$ cat src/design/pma_cfg.svh
// Region count must stay within 0..16 and PMA_ADDR_W must equal the 32-bit config data width
`ifndef PMA_CFG_SVH
`define PMA_CFG_SVH

// Number of attribute regions, legal range 0 to 16
// A count of 0 gives every access the built-in default attributes
`define PMA_NUM_REGIONS 8

// Address width of core and bus requests
// Region bounds are written through the 32-bit config port
`define PMA_ADDR_W 32

// Width of each saturating statistics counter
`define PMA_STAT_W 16

// Width of the region index on the config port, enough for 16 regions
`define PMA_IDX_W 4

// Width of the match count, holds 0 to 16
`define PMA_CNT_W 5

// Storage slots for region arrays
// Never zero so that packed ranges stay legal with no regions
`define PMA_REGION_SLOTS ((`PMA_NUM_REGIONS > 0) ? `PMA_NUM_REGIONS : 1)

`endif

$ cat src/design/pma_pkg.sv
// Types only; the matchlist width follows PMA_REGION_SLOTS, so it has one bit even with 0 regions
`include "pma_cfg.svh"

package pma_pkg;

  // Attribute set of one region
  // main=0 means I/O space
  typedef struct packed {
    logic main;
    logic bufferable;
    logic cacheable;
    logic executable;
  } pma_attr_t;

  // One programmable region
  // addr_low inclusive, addr_high exclusive
  // Empty when addr_high <= addr_low
  typedef struct packed {
    logic [`PMA_ADDR_W-1:0] addr_low;
    logic [`PMA_ADDR_W-1:0] addr_high;
    pma_attr_t              attr;
  } pma_region_t;

  // Access kind of a core transaction
  typedef enum logic [1:0] {
    PMA_READ  = 2'd0,
    PMA_WRITE = 2'd1,
    PMA_FETCH = 2'd2
  } pma_kind_t;

  // Request offered by the core
  typedef struct packed {
    logic [`PMA_ADDR_W-1:0] addr;
    pma_kind_t              kind;
  } pma_req_t;

  // Request forwarded to the bus with resolved attributes
  typedef struct packed {
    logic [`PMA_ADDR_W-1:0] addr;
    pma_kind_t              kind;
    pma_attr_t              attr;
  } pma_bus_t;

  // Report of a blocked fetch
  typedef struct packed {
    logic [`PMA_ADDR_W-1:0] addr;
    pma_kind_t              kind;
  } pma_fault_t;

  // Match result for the current core address
  typedef struct packed {
    logic [`PMA_REGION_SLOTS-1:0] matchlist;
    logic [`PMA_CNT_W-1:0]        num_matches;
    pma_attr_t                    attr;
  } pma_status_t;

  // Accepted requests binned by match count
  typedef struct packed {
    logic [`PMA_STAT_W-1:0] zero;
    logic [`PMA_STAT_W-1:0] one;
    logic [`PMA_STAT_W-1:0] many;
  } pma_stats_t;

endpackage

$ cat src/design/pma_gate.sv
// Single bus entry, so a stalled bus stops the core; fault_valid is a one-cycle strobe, no ack
`timescale 1ns/1ps

module pma_gate
  import pma_pkg::*;
(
  input  logic       clk,
  input  logic       rst_n,
  input  logic       trans_valid,
  output logic       trans_ready,
  input  pma_req_t   trans_req,
  input  pma_attr_t  attr,
  output logic       bus_valid,
  input  logic       bus_ready,
  output pma_bus_t   bus_req,
  output logic       fault_valid,
  output pma_fault_t fault_info,
  output logic       accept
);

  logic entry_free;
  logic is_fault;
  logic load_bus;
  logic load_fault;

  // Entry empties on a bus handshake in the same cycle
  assign entry_free  = !bus_valid || bus_ready;
  assign trans_ready = entry_free;
  assign accept      = trans_valid && trans_ready;

  // Fetch from non-executable space is blocked
  assign is_fault   = (trans_req.kind == PMA_FETCH) && !attr.executable;
  assign load_bus   = accept && !is_fault;
  assign load_fault = accept && is_fault;

  // Bus entry valid
  // Holds under back-pressure, otherwise follows this cycle's load
  always_ff @(posedge clk or negedge rst_n) begin
    if (!rst_n) begin
      bus_valid <= 1'b0;
    end else if (entry_free) begin
      bus_valid <= load_bus;
    end
  end

  // Bus payload, only loaded when a new request is accepted
  always_ff @(posedge clk) begin
    if (load_bus) begin
      bus_req.addr <= trans_req.addr;
      bus_req.kind <= trans_req.kind;
      bus_req.attr <= attr;
    end
  end

  // Fault strobe, high for exactly one cycle per blocked fetch
  always_ff @(posedge clk or negedge rst_n) begin
    if (!rst_n) begin
      fault_valid <= 1'b0;
    end else begin
      fault_valid <= load_fault;
    end
  end

  // Fault payload
  always_ff @(posedge clk) begin
    if (load_fault) begin
      fault_info.addr <= trans_req.addr;
      fault_info.kind <= trans_req.kind;
    end
  end

endmodule

$ cat src/design/pma_match_stats.sv
// Counters saturate and never wrap; stats_clr wins over a count landing in the same cycle
`timescale 1ns/1ps
`include "pma_cfg.svh"

module pma_match_stats
  import pma_pkg::*;
(
  input  logic                  clk,
  input  logic                  rst_n,
  input  logic                  accept,
  input  logic [`PMA_CNT_W-1:0] num_matches,
  input  logic                  stats_clr,
  output pma_stats_t            stats
);

  // Increment that sticks at all ones
  function automatic logic [`PMA_STAT_W-1:0] sat_inc(input logic [`PMA_STAT_W-1:0] val);
    logic [`PMA_STAT_W-1:0] res;
    res = (val == '1) ? val : val + 1'b1;
    return res;
  endfunction

  logic bin_zero;
  logic bin_one;
  logic bin_many;

  // Bin select from the match count
  assign bin_zero = (num_matches == '0);
  assign bin_one  = (num_matches == `PMA_CNT_W'(1));
  assign bin_many = !bin_zero && !bin_one;

  // Counts show up one cycle after the accepting edge
  // Faulting requests are counted too
  always_ff @(posedge clk or negedge rst_n) begin
    if (!rst_n) begin
      stats <= '0;
    end else if (stats_clr) begin
      stats <= '0;
    end else if (accept) begin
      if (bin_zero) begin
        stats.zero <= sat_inc(stats.zero);
      end
      if (bin_one) begin
        stats.one <= sat_inc(stats.one);
      end
      if (bin_many) begin
        stats.many <= sat_inc(stats.many);
      end
    end
  end

endmodule

$ cat src/design/pma_region_match.sv
// Purely combinational; with 0 regions all accesses resolve to main, bufferable, cacheable, exec
`timescale 1ns/1ps
`include "pma_cfg.svh"

module pma_region_match
  import pma_pkg::*;
(
  input  logic [`PMA_ADDR_W-1:0]              addr,
  input  pma_region_t [`PMA_REGION_SLOTS-1:0] regions,
  output pma_status_t                         status
);

  // Attributes used when the unit has no regions at all
  localparam pma_attr_t ATTR_NO_REGIONS = '{
    main:       1'b1,
    bufferable: 1'b1,
    cacheable:  1'b1,
    executable: 1'b1
  };

  // Attributes used when regions exist but none matches
  // I/O and not executable
  localparam pma_attr_t ATTR_NO_MATCH = '0;

  logic [`PMA_REGION_SLOTS-1:0] hit;
  logic [`PMA_CNT_W-1:0]        hit_cnt;
  pma_attr_t                    win_attr;

  // Parallel bound compare
  // An empty region fails one of the two tests by itself
  always_comb begin
    hit = '0;
    for (int i = 0; i < `PMA_REGION_SLOTS; i++) begin
      if (i < `PMA_NUM_REGIONS) begin
        hit[i] = (addr >= regions[i].addr_low) && (addr < regions[i].addr_high);
      end
    end
  end

  // Population count of the matchlist
  always_comb begin
    hit_cnt = '0;
    for (int i = 0; i < `PMA_REGION_SLOTS; i++) begin
      hit_cnt = hit_cnt + `PMA_CNT_W'(hit[i]);
    end
  end

  // Priority pick
  // Walk downward so the lowest matching index is written last
  always_comb begin
    if (`PMA_NUM_REGIONS == 0) begin
      win_attr = ATTR_NO_REGIONS;
    end else begin
      win_attr = ATTR_NO_MATCH;
      for (int i = `PMA_REGION_SLOTS - 1; i >= 0; i--) begin
        if (hit[i]) begin
          win_attr = regions[i].attr;
        end
      end
    end
  end

  // Status bundle for the gate and the statistics block
  always_comb begin
    status             = '0;
    status.matchlist   = hit;
    status.num_matches = hit_cnt;
    status.attr        = win_attr;
  end

endmodule

$ cat src/design/pma_region_regs.sv
// Writes to an index at or above PMA_NUM_REGIONS are dropped and such reads return zero
`timescale 1ns/1ps
`include "pma_cfg.svh"

module pma_region_regs
  import pma_pkg::*;
(
  input  logic                                clk,
  input  logic                                rst_n,
  input  logic                                cfg_we,
  input  logic [`PMA_IDX_W-1:0]               cfg_index,
  input  logic [1:0]                          cfg_field,
  input  logic [31:0]                         cfg_wdata,
  output logic [31:0]                         cfg_rdata,
  output pma_region_t [`PMA_REGION_SLOTS-1:0] regions
);

  // Field codes on cfg_field
  localparam logic [1:0] FIELD_LOW  = 2'd0;
  localparam logic [1:0] FIELD_HIGH = 2'd1;
  localparam logic [1:0] FIELD_ATTR = 2'd2;

  localparam int ATTR_W = $bits(pma_attr_t);

  // Region table
  pma_region_t [`PMA_REGION_SLOTS-1:0] region_q;

  // One-hot select of the addressed region
  logic [`PMA_REGION_SLOTS-1:0] sel;

  // Only implemented slots can be selected
  // With 0 regions the single spare slot stays unselected
  always_comb begin
    for (int i = 0; i < `PMA_REGION_SLOTS; i++) begin
      sel[i] = (i < `PMA_NUM_REGIONS) && (cfg_index == `PMA_IDX_W'(i));
    end
  end

  // Strobed field writes, visible from the next edge
  always_ff @(posedge clk or negedge rst_n) begin
    if (!rst_n) begin
      region_q <= '0;
    end else if (cfg_we) begin
      for (int i = 0; i < `PMA_REGION_SLOTS; i++) begin
        if (sel[i]) begin
          case (cfg_field)
            FIELD_LOW:  region_q[i].addr_low  <= cfg_wdata;
            FIELD_HIGH: region_q[i].addr_high <= cfg_wdata;
            // Only the low bits carry attributes
            FIELD_ATTR: region_q[i].attr      <= pma_attr_t'(cfg_wdata[ATTR_W-1:0]);
            default: ;
          endcase
        end
      end
    end
  end

  // Combinational readback of the same index and field
  always_comb begin
    cfg_rdata = '0;
    for (int i = 0; i < `PMA_REGION_SLOTS; i++) begin
      if (sel[i]) begin
        case (cfg_field)
          FIELD_LOW:  cfg_rdata = region_q[i].addr_low;
          FIELD_HIGH: cfg_rdata = region_q[i].addr_high;
          // Upper bits read as zero
          FIELD_ATTR: cfg_rdata = {{(32-ATTR_W){1'b0}}, region_q[i].attr};
          default:    cfg_rdata = '0;
        endcase
      end
    end
  end

  // Table goes straight to the matcher
  assign regions = region_q;

endmodule

$ cat src/design/pma_top.sv
// Bus port is request only; matching uses the current trans_req, so writes apply next cycle
`timescale 1ns/1ps
`include "pma_cfg.svh"

module pma_top
  import pma_pkg::*;
(
  input  logic                  clk,
  input  logic                  rst_n,
  // Region configuration
  input  logic                  cfg_we,
  input  logic [`PMA_IDX_W-1:0] cfg_index,
  input  logic [1:0]            cfg_field,
  input  logic [31:0]           cfg_wdata,
  output logic [31:0]           cfg_rdata,
  // Core side
  input  logic                  trans_valid,
  output logic                  trans_ready,
  input  pma_req_t              trans_req,
  // Bus side
  output logic                  bus_valid,
  input  logic                  bus_ready,
  output pma_bus_t              bus_req,
  // Fault report
  output logic                  fault_valid,
  output pma_fault_t            fault_info,
  // Statistics
  input  logic                  stats_clr,
  output pma_stats_t            stats
);

  pma_region_t [`PMA_REGION_SLOTS-1:0] regions;
  pma_status_t                         status;
  logic                                accept;

  pma_region_regs u_regs (
    .clk       (clk),
    .rst_n     (rst_n),
    .cfg_we    (cfg_we),
    .cfg_index (cfg_index),
    .cfg_field (cfg_field),
    .cfg_wdata (cfg_wdata),
    .cfg_rdata (cfg_rdata),
    .regions   (regions)
  );

  // Matches the address the core is offering right now
  pma_region_match u_match (
    .addr    (trans_req.addr),
    .regions (regions),
    .status  (status)
  );

  pma_gate u_gate (
    .clk         (clk),
    .rst_n       (rst_n),
    .trans_valid (trans_valid),
    .trans_ready (trans_ready),
    .trans_req   (trans_req),
    .attr        (status.attr),
    .bus_valid   (bus_valid),
    .bus_ready   (bus_ready),
    .bus_req     (bus_req),
    .fault_valid (fault_valid),
    .fault_info  (fault_info),
    .accept      (accept)
  );

  // Binned on the same handshake the gate accepts
  pma_match_stats u_stats (
    .clk         (clk),
    .rst_n       (rst_n),
    .accept      (accept),
    .num_matches (status.num_matches),
    .stats_clr   (stats_clr),
    .stats       (stats)
  );

endmodule

$ cat config.mk
export PLATFORM = sky130hd
export DESIGN_NAME = pma_top
export DESIGN_NICKNAME = d
export VERILOG_FILES = /design/src/design/pma_pkg.sv /design/src/design/pma_gate.sv /design/src/design/pma_match_stats.sv /design/src/design/pma_region_match.sv /design/src/design/pma_region_regs.sv /design/src/design/pma_top.sv
export VERILOG_INCLUDE_DIRS = /design/src /design/src/design
export SDC_FILE = /design/constraint.sdc
export NUM_CORES = 2
export LEC_CHECK = 0
export BUFFER_PORTS_ARGS = -buffer_cell sky130_fd_sc_hd__buf_2
export CORE_ASPECT_RATIO = 0.8
export CORE_MARGIN = 4
export CORE_UTILIZATION = 55
export DETAILED_ROUTE_END_ITERATION = 8
export MAX_ROUTING_LAYER = met4
export PLACE_DENSITY = 0.73
export SLEW_MARGIN = 15
export SYNTH_ARGS = -nofsm -noshare
export SYNTH_HDL_FRONTEND = slang
export SYNTH_SLANG_ARGS = --single-unit
export TNS_END_PERCENT = 100
$ cat constraint.sdc
create_clock -name clk -period 7.6 [get_ports clk]
set_input_delay 1.14 -clock clk [delete_from_list [all_inputs] [get_ports clk]]
set_output_delay 1.14 -clock clk [all_outputs]
set_load 0.005 [all_outputs]
# After elaboration in Yosys (flattened, before gate mapping)
# Cells that the tools add are included.
[word_totals] memories=0 in_bits=78 ram_bits=0 mem_bits_ro=0 latch_bits=0 reg_bits=666
[classes] n_mux=32 addsub=10 bitwise=0 shift=0 eq_ne=17 n_mul=0 n_div=0 n_lt_le_gt_ge=16 reduce_logical=53
[op_table] op="32-bit one-hot mux with 3 select lines" count=8
[op_table] op="32-bit greater-or-equal comparator" count=8
[op_table] op="32-bit < comparator" count=8
[op_table] op="32-bit 2-to-1 mux" count=8
[op_table] op="16-bit 2-to-1 mux" count=6
[op_table] op="48-bit 2-to-1 mux" count=2
[op_table] op="3-bit AND reduction" count=27
[op_table] op="16-bit by 1-bit adder with 16-bit output, second input constant" count=3
[op_table] op="16-bit equality test, second input constant" count=3
[op_table] op="4-bit 2-to-1 mux" count=8
[op_table] op="5-bit by 1-bit adder with 5-bit output" count=6
[op_table] op="4-bit by 3-bit equality test with 1-bit output, second input constant" count=4
[op_table] op="1-bit logical AND" count=13
[op_table] op="4-bit by 2-bit equality test with 1-bit output, second input constant" count=2
[op_table] op="2-bit nonzero test" count=4
[op_table] op="2-bit != test, second input constant" count=3
[op_table] op="5-bit by 1-bit equality test with 1-bit output, second input constant" count=1
[op_table] op="1-bit zero test" count=5
[op_table] op="5-bit zero test" count=1
[op_table] op="2-bit equality test, second input constant" count=2
[op_table] op="4-bit by 1-bit equality test with 1-bit output, second input constant" count=1
[op_table] op="4-bit zero test" count=1
[op_table] op="1-bit by 1-bit adder with 2-bit output" count=1
[op_table] op="2-bit by 1-bit equality test with 1-bit output, second input constant" count=1
[op_table] op="other kinds (2)" count=2

# Logic depth before layout (Yosys ltp)
[depth] word_depth=15 depth_mapped=29

# By module
# A second synthesis with hierarchy kept.
[unflattened] hier_cells=4026 area_unflattened_um2=43366.6
[modules_own_cells] mod="pma_region_regs" instances=1 seq_area_each_um2=13613.1 area_per_inst_um2=25164.1 cells_each=1820
[modules_own_cells] mod="pma_region_match" instances=1 seq_area_each_um2=0.0 area_per_inst_um2=13100.1 cells_each=1823
[modules_own_cells] mod="pma_match_stats" instances=1 seq_area_each_um2=1201.2 area_per_inst_um2=2835.2 cells_each=302
[modules_own_cells] mod="pma_gate" instances=1 seq_area_each_um2=2212.1 area_per_inst_um2=2267.2 cells_each=81

# Worst setup path after synthesis
# No wires, ideal clock.
[synth_path] kind="input port to flip-flop" from="input trans_req[6] (netlist bit)" to="register, netlist name u_stats.stats[11]" n_path_buf=2 path_slack_ps=914 cell_stages=27 t_arrival_ps=6608 setup_ps=78 path_cell_list="ha_1 > a21o_1 > a2111oi_0 > o21a_1 > o21ai_1 > nand3_1 > or3b_1 > clkbuf_1 > inv_1 > ha_1 > inv_1 > fa_1 > inv_1 > fa_1 > inv_1 > fa_1 > inv_1 > fa_1 > nor2_1 > a31oi_1 > nor2_1 > a311oi_2 > o2111ai_1 > or2_2 > clkbuf_1 > or3_1 > a21oi_1"
[synth_via] elab_chain_len=14
[synth_rtl] element="start: declaration" line="pma_top.sv:19" rtl="input pma_req_t trans_req,"
[synth_rtl] element="32-bit greater-or-equal comparator / 32-bit < comparator (equally long branches)" line="pma_region_match.sv:35" rtl="hit[i] = (addr >= regions[i].addr_low) && (addr < regions[i].addr_high);"
[synth_rtl] element="1-bit logical AND" line="pma_region_match.sv:35"
[synth_rtl] element="1-bit by 1-bit adder with 2-bit output" line="pma_region_match.sv:44" rtl="hit_cnt = hit_cnt + `PMA_CNT_W'(hit[i]);"
[synth_rtl] element="5-bit by 1-bit adder with 5-bit output (5 in series)" line="pma_region_match.sv:44"
[synth_rtl] element="5-bit by 1-bit adder with 5-bit output (*)" line="pma_region_match.sv:44"
[synth_rtl] element="5-bit by 1-bit equality test with 1-bit output / 5-bit zero test (equally long branches)" line="pma_match_stats.sv:29, pma_match_stats.sv:28"
[synth_rtl] element="1-bit zero test" line="pma_match_stats.sv:30" rtl="assign bin_many = !bin_zero && !bin_one;"
[synth_rtl] element="1-bit logical AND (*)" line="pma_match_stats.sv:30"
[synth_rtl] element="2-bit nonzero test (no line) (*)"
[synth_rtl] element="3-bit AND reduction (no line) (*)"
# Every way passes the cells marked *; elsewhere a longest branch is shown, timed or not.
# A chain may end at the register's enable or synchronous reset.

# Worst setup path in the final report
[layout_path] from="input trans_req[29] (netlist bit)" to="register, netlist name u_stats.stats[15]"
[layout_via] elab_chain_len=14
[layout_rtl] element="32-bit greater-or-equal comparator / 32-bit < comparator (equally long branches)" line="pma_region_match.sv:35"
[layout_rtl] element="1-bit logical AND" line="pma_region_match.sv:35"
[layout_rtl] element="1-bit by 1-bit adder with 2-bit output" line="pma_region_match.sv:44"
[layout_rtl] element="5-bit by 1-bit adder with 5-bit output (5 in series)" line="pma_region_match.sv:44"
[layout_rtl] element="5-bit by 1-bit adder with 5-bit output (*)" line="pma_region_match.sv:44"
[layout_rtl] element="5-bit by 1-bit equality test with 1-bit output / 5-bit zero test (equally long branches)" line="pma_match_stats.sv:29, pma_match_stats.sv:28"
[layout_rtl] element="1-bit zero test" line="pma_match_stats.sv:30"
[layout_rtl] element="1-bit logical AND (*)" line="pma_match_stats.sv:30"
[layout_rtl] element="2-bit nonzero test (no line) (*)"
[layout_rtl] element="3-bit AND reduction (no line) (*)"
# Marked as above.

==> metrics.yaml <==
outcome:
  outcome: "complete, no violations"
synth:
  synth_nets: 4795
  synthDistinctLibCells: 81
  synth_top_cells_by_area: "dfrtp_1 35%, ha_1 15%, mux2_2 10%, edfxtp_1 5.2%, mux2i_1 4.9%"
  synth.top_cell.area_share_pct: 35.5
  yosys_register_bits: 666
  synth_edf_count: 72
  ys_warn_count: 0
  synth_area_um2: 41900
  async_flop_share_pct: 89.2
  seq_area_frac_synth_pct: 40.7
  yosys.area.top_type: "dfrtp_1"
  syn_avg_cell_area_um2: 9.96
  syn_inst: 4203
  synth_ff_type: "dfrtp_1"
floorplanning:
  die_width_um: 317
  rows: 90
  core_area_um2: 75400
  initial_core_util_pct: 55.5
  die_area_um2: 80600
  io_pins: 233
  fp.dieH_um: 255
finish:
  final_cell_mix: "594 x dfrtp_1, 528 x inv_1, 510 x ha_1"
  area_growth_pct: 12.0
  layoutNonFillerInstCount: 5490
  nets: 5012
  final_common_cell: "dfrtp_1"
  stdcell_area_um2: 46900
  post_route_cells_drive_above_1_share_pct: 19.3
power_and_ir_drop:
  peakVddDrop_mv: 0.168
  switching_share_pct: 32.8
  p_int_mw: 7.34
  clockPowerShare_pct: 33.5
  seqPwrFrac_pct: 40.4
  combinationalPowerShare_pct: 26.1
  p_leak_nw: 22.5
  power_density_nw_per_um2: 233
  p_sw_mw: 3.57
  power.total_mw: 10.9
clocking:
  clock_latency_ns: 0.65
  cts_buffer_depth: 3
  cts_root_buffer: "clkbuf_16"
  cts.hold.buffers_added: 0
  cts_sinks: 666
  cts.reportedPaths.clkPinSlew_ns: 0.06
  cts_resized: 0
  numCtsBuffers: 72
  cts_setup_buffers: 0
  ctsHtreeMaxLevel: 3
  cts_tree: "yes"
hold_path:
  hold_class: "in2async"
route:
  wl_met1_um: 59300
  drt_pre_antenna_iters: 8
  initialDrtViolationCount: 3936
  drt_wl_total_um: 134000
  routedWlPerCell_um: 24.4
  ant_nets: 0
  wl_met3_um: 13700
  routed.top_layer: "met4"
  drcViolationCount: 0
  post_drt_via_cell_ratio: 6.17
  vias: 33900
  dr_wl_met2_um: 57000
placed_design:
  dp_cells: 5358
  place.gp.congestion: 0.998
  io_buffers: 232
  dpl.hpwl_um: 96400
  dpl_cell_area_um2: 44500
sta:
  fmax_mhz: 139
  whs_ns: 0.501
  tightestPinTransition_ns: 1.24
  hold_viol: 0
  finalCritPeriodShare_pct: 94.9
  clock-skew-final_ns: 0.0366
  post-route-min-period_ns: 7.21
  finalSetupViolCount: 0
  drv_slew: 0
  max_slew_margin_pct: 17.1
  rsz0062_at_grt: "no"
grt:
  first_global_vias: 32400
  grt_pass1_wl_um: 202000
  antenna_found_initial: 9
  gr-total-overflow: 0
  grtUsageTotal_pct: 33.9
  grt_max_degree: 169
run:
  cap_violations: 0
setup_path:
  cp-start-kind: "input port"
  crit_arrival_ns: 7.69
  crit_path_max_fanout: 14
  cp-end-kind: "register"
  rrSetupSlack_ns: 0.85
  criticalPathCategory: "in2reg"
  critPathRequiredTime_ns: 8.08
==> cell type report <==
type | count | area, um2
Antenna cell | 6 | 15.0
Tap cell | 1012 | 1270
Timing Repair Buffer | 330 | 1970
Clock buffer | 95 | 2000
Sequential cell | 666 | 17000
Multi-Input combinational cell | 2821 | 22300
Clock inverter | 31 | 382
Fill cell | 6273 | 28500
Inverter | 529 | 1990
==> critical path: stages <==
cell and delay, ns:
buf_2 0.15, buf_4 0.22, ha_1 0.34, nand4_1 0.35
nor4_1 1.00, nor4b_1 0.62, a211oi_1 0.31, nand2_1 0.33
fa_1 0.48, inv_1 0.09, fa_1 0.39, inv_1 0.09
fa_1 0.20, inv_1 0.06, fa_1 0.38, a31oi_1 0.18
nor2_1 0.08, a311oi_2 0.29, o2111ai_1 0.16, or2_2 0.39
nor3_1 0.22, xnor2_1 0.15, nor2_1 0.05
==> power groups by stage <==
stage | Combinational [mW] | Clock (mW) | Sequential [mW]
finish | 2.85 | 3.65 | 4.41
CTS | 2.81 | 3.68 | 4.40
detailed placement | 2.79 | 0 | 4.46
global placement | 2.71 | 0 | 4.44
floorplan | 1.81 | 0 | 4.37
global route | 3.18 | 3.83 | 4.46
==> routing by layer <==
layer	GRT usage [%]	vias up
met5	-	-
li1	-	15300
met1	48.4	16700
met3	7.76	241
met2	48.4	1661
met4	10.1	0
==> logic make-up after synthesis <==
| logic type | after synthesis | synth area share, % |
|---|---|---|
| compound gates | 858 | 12.7 |
| simple gates | 826 | 8.88 |
| buf+inv | 716 | 6.43 |
| flops | 666 | 40.7 |
| mux | 588 | 15.2 |
| fa+ha+maj | 514 | 15.4 |
| xor+xnor | 35 | 0.732 |
==> state kept, by name, indices dropped and copies added, names as in the netlist <==
register / count
u_stats.stats: 48
u_gate.fault_valid: 1
u_gate.bus_req: 38
u_gate.bus_valid: 1
u_regs.regions: 544
u_gate.fault_info: 34
==> metrics by stage <==
| step | setup WS (ns) | util [%] | setup TNS (ns) |
|---|---|---|---|
| floorplan | 0.914 | - | 0 |
| global placement | -0.227 | 59.0 | -3.35 |
| detailed placement | -0.227 | 59.0 | -3.44 |
| CTS | 0.427 | 62.1 | 0 |
| global route | 0.0678 | 62.2 | 0 |
| finish | 0.389 | 62.2 | 0 |
==> path summary, 6_finish.rpt <==
kind                       depth (start not counted)                  end                start
max reg2reg                                       27    u_stats.stats[27]   u_regs.regions[50]
min reg2reg                                        1  u_regs.regions[454]  u_regs.regions[454]
max in group asynchronous                          2   u_regs.regions[67]                rst_n
min                                                1   u_gate.fault_valid                rst_n
min in group clk                                   1  u_regs.regions[454]  u_regs.regions[454]
max                                               23    u_stats.stats[15]        trans_req[29]
==> cell usage after synthesis (5+ instances only) <==
library cell and count:
dfrtp_1 594, inv_1 528, ha_1 510, mux2_2 383, nand2_1 364, o21ai_0 311, a21oi_1 211, nor2_1 209
mux2i_1 205, clkbuf_1 132, nand4_1 75, edfxtp_1 72, o22ai_1 65, nand3_1 58, buf_1 52, a21o_1 41
a211oi_1 34, o221ai_1 34, a221oi_1 32, xor2_1 27, o211ai_1 21, nor3_1 20, nand2b_1 17, nor2b_1 17
and3_1 12, o21a_1 12, a31oi_1 11, or3_1 10, and4_1 9, nor4_1 8, o21ai_1 8, o31ai_1 8
xnor2_1 8, a221o_1 6, a2111oi_0 5, o31a_1 5
No activity file was read; power rests on OpenSTA's default activity.
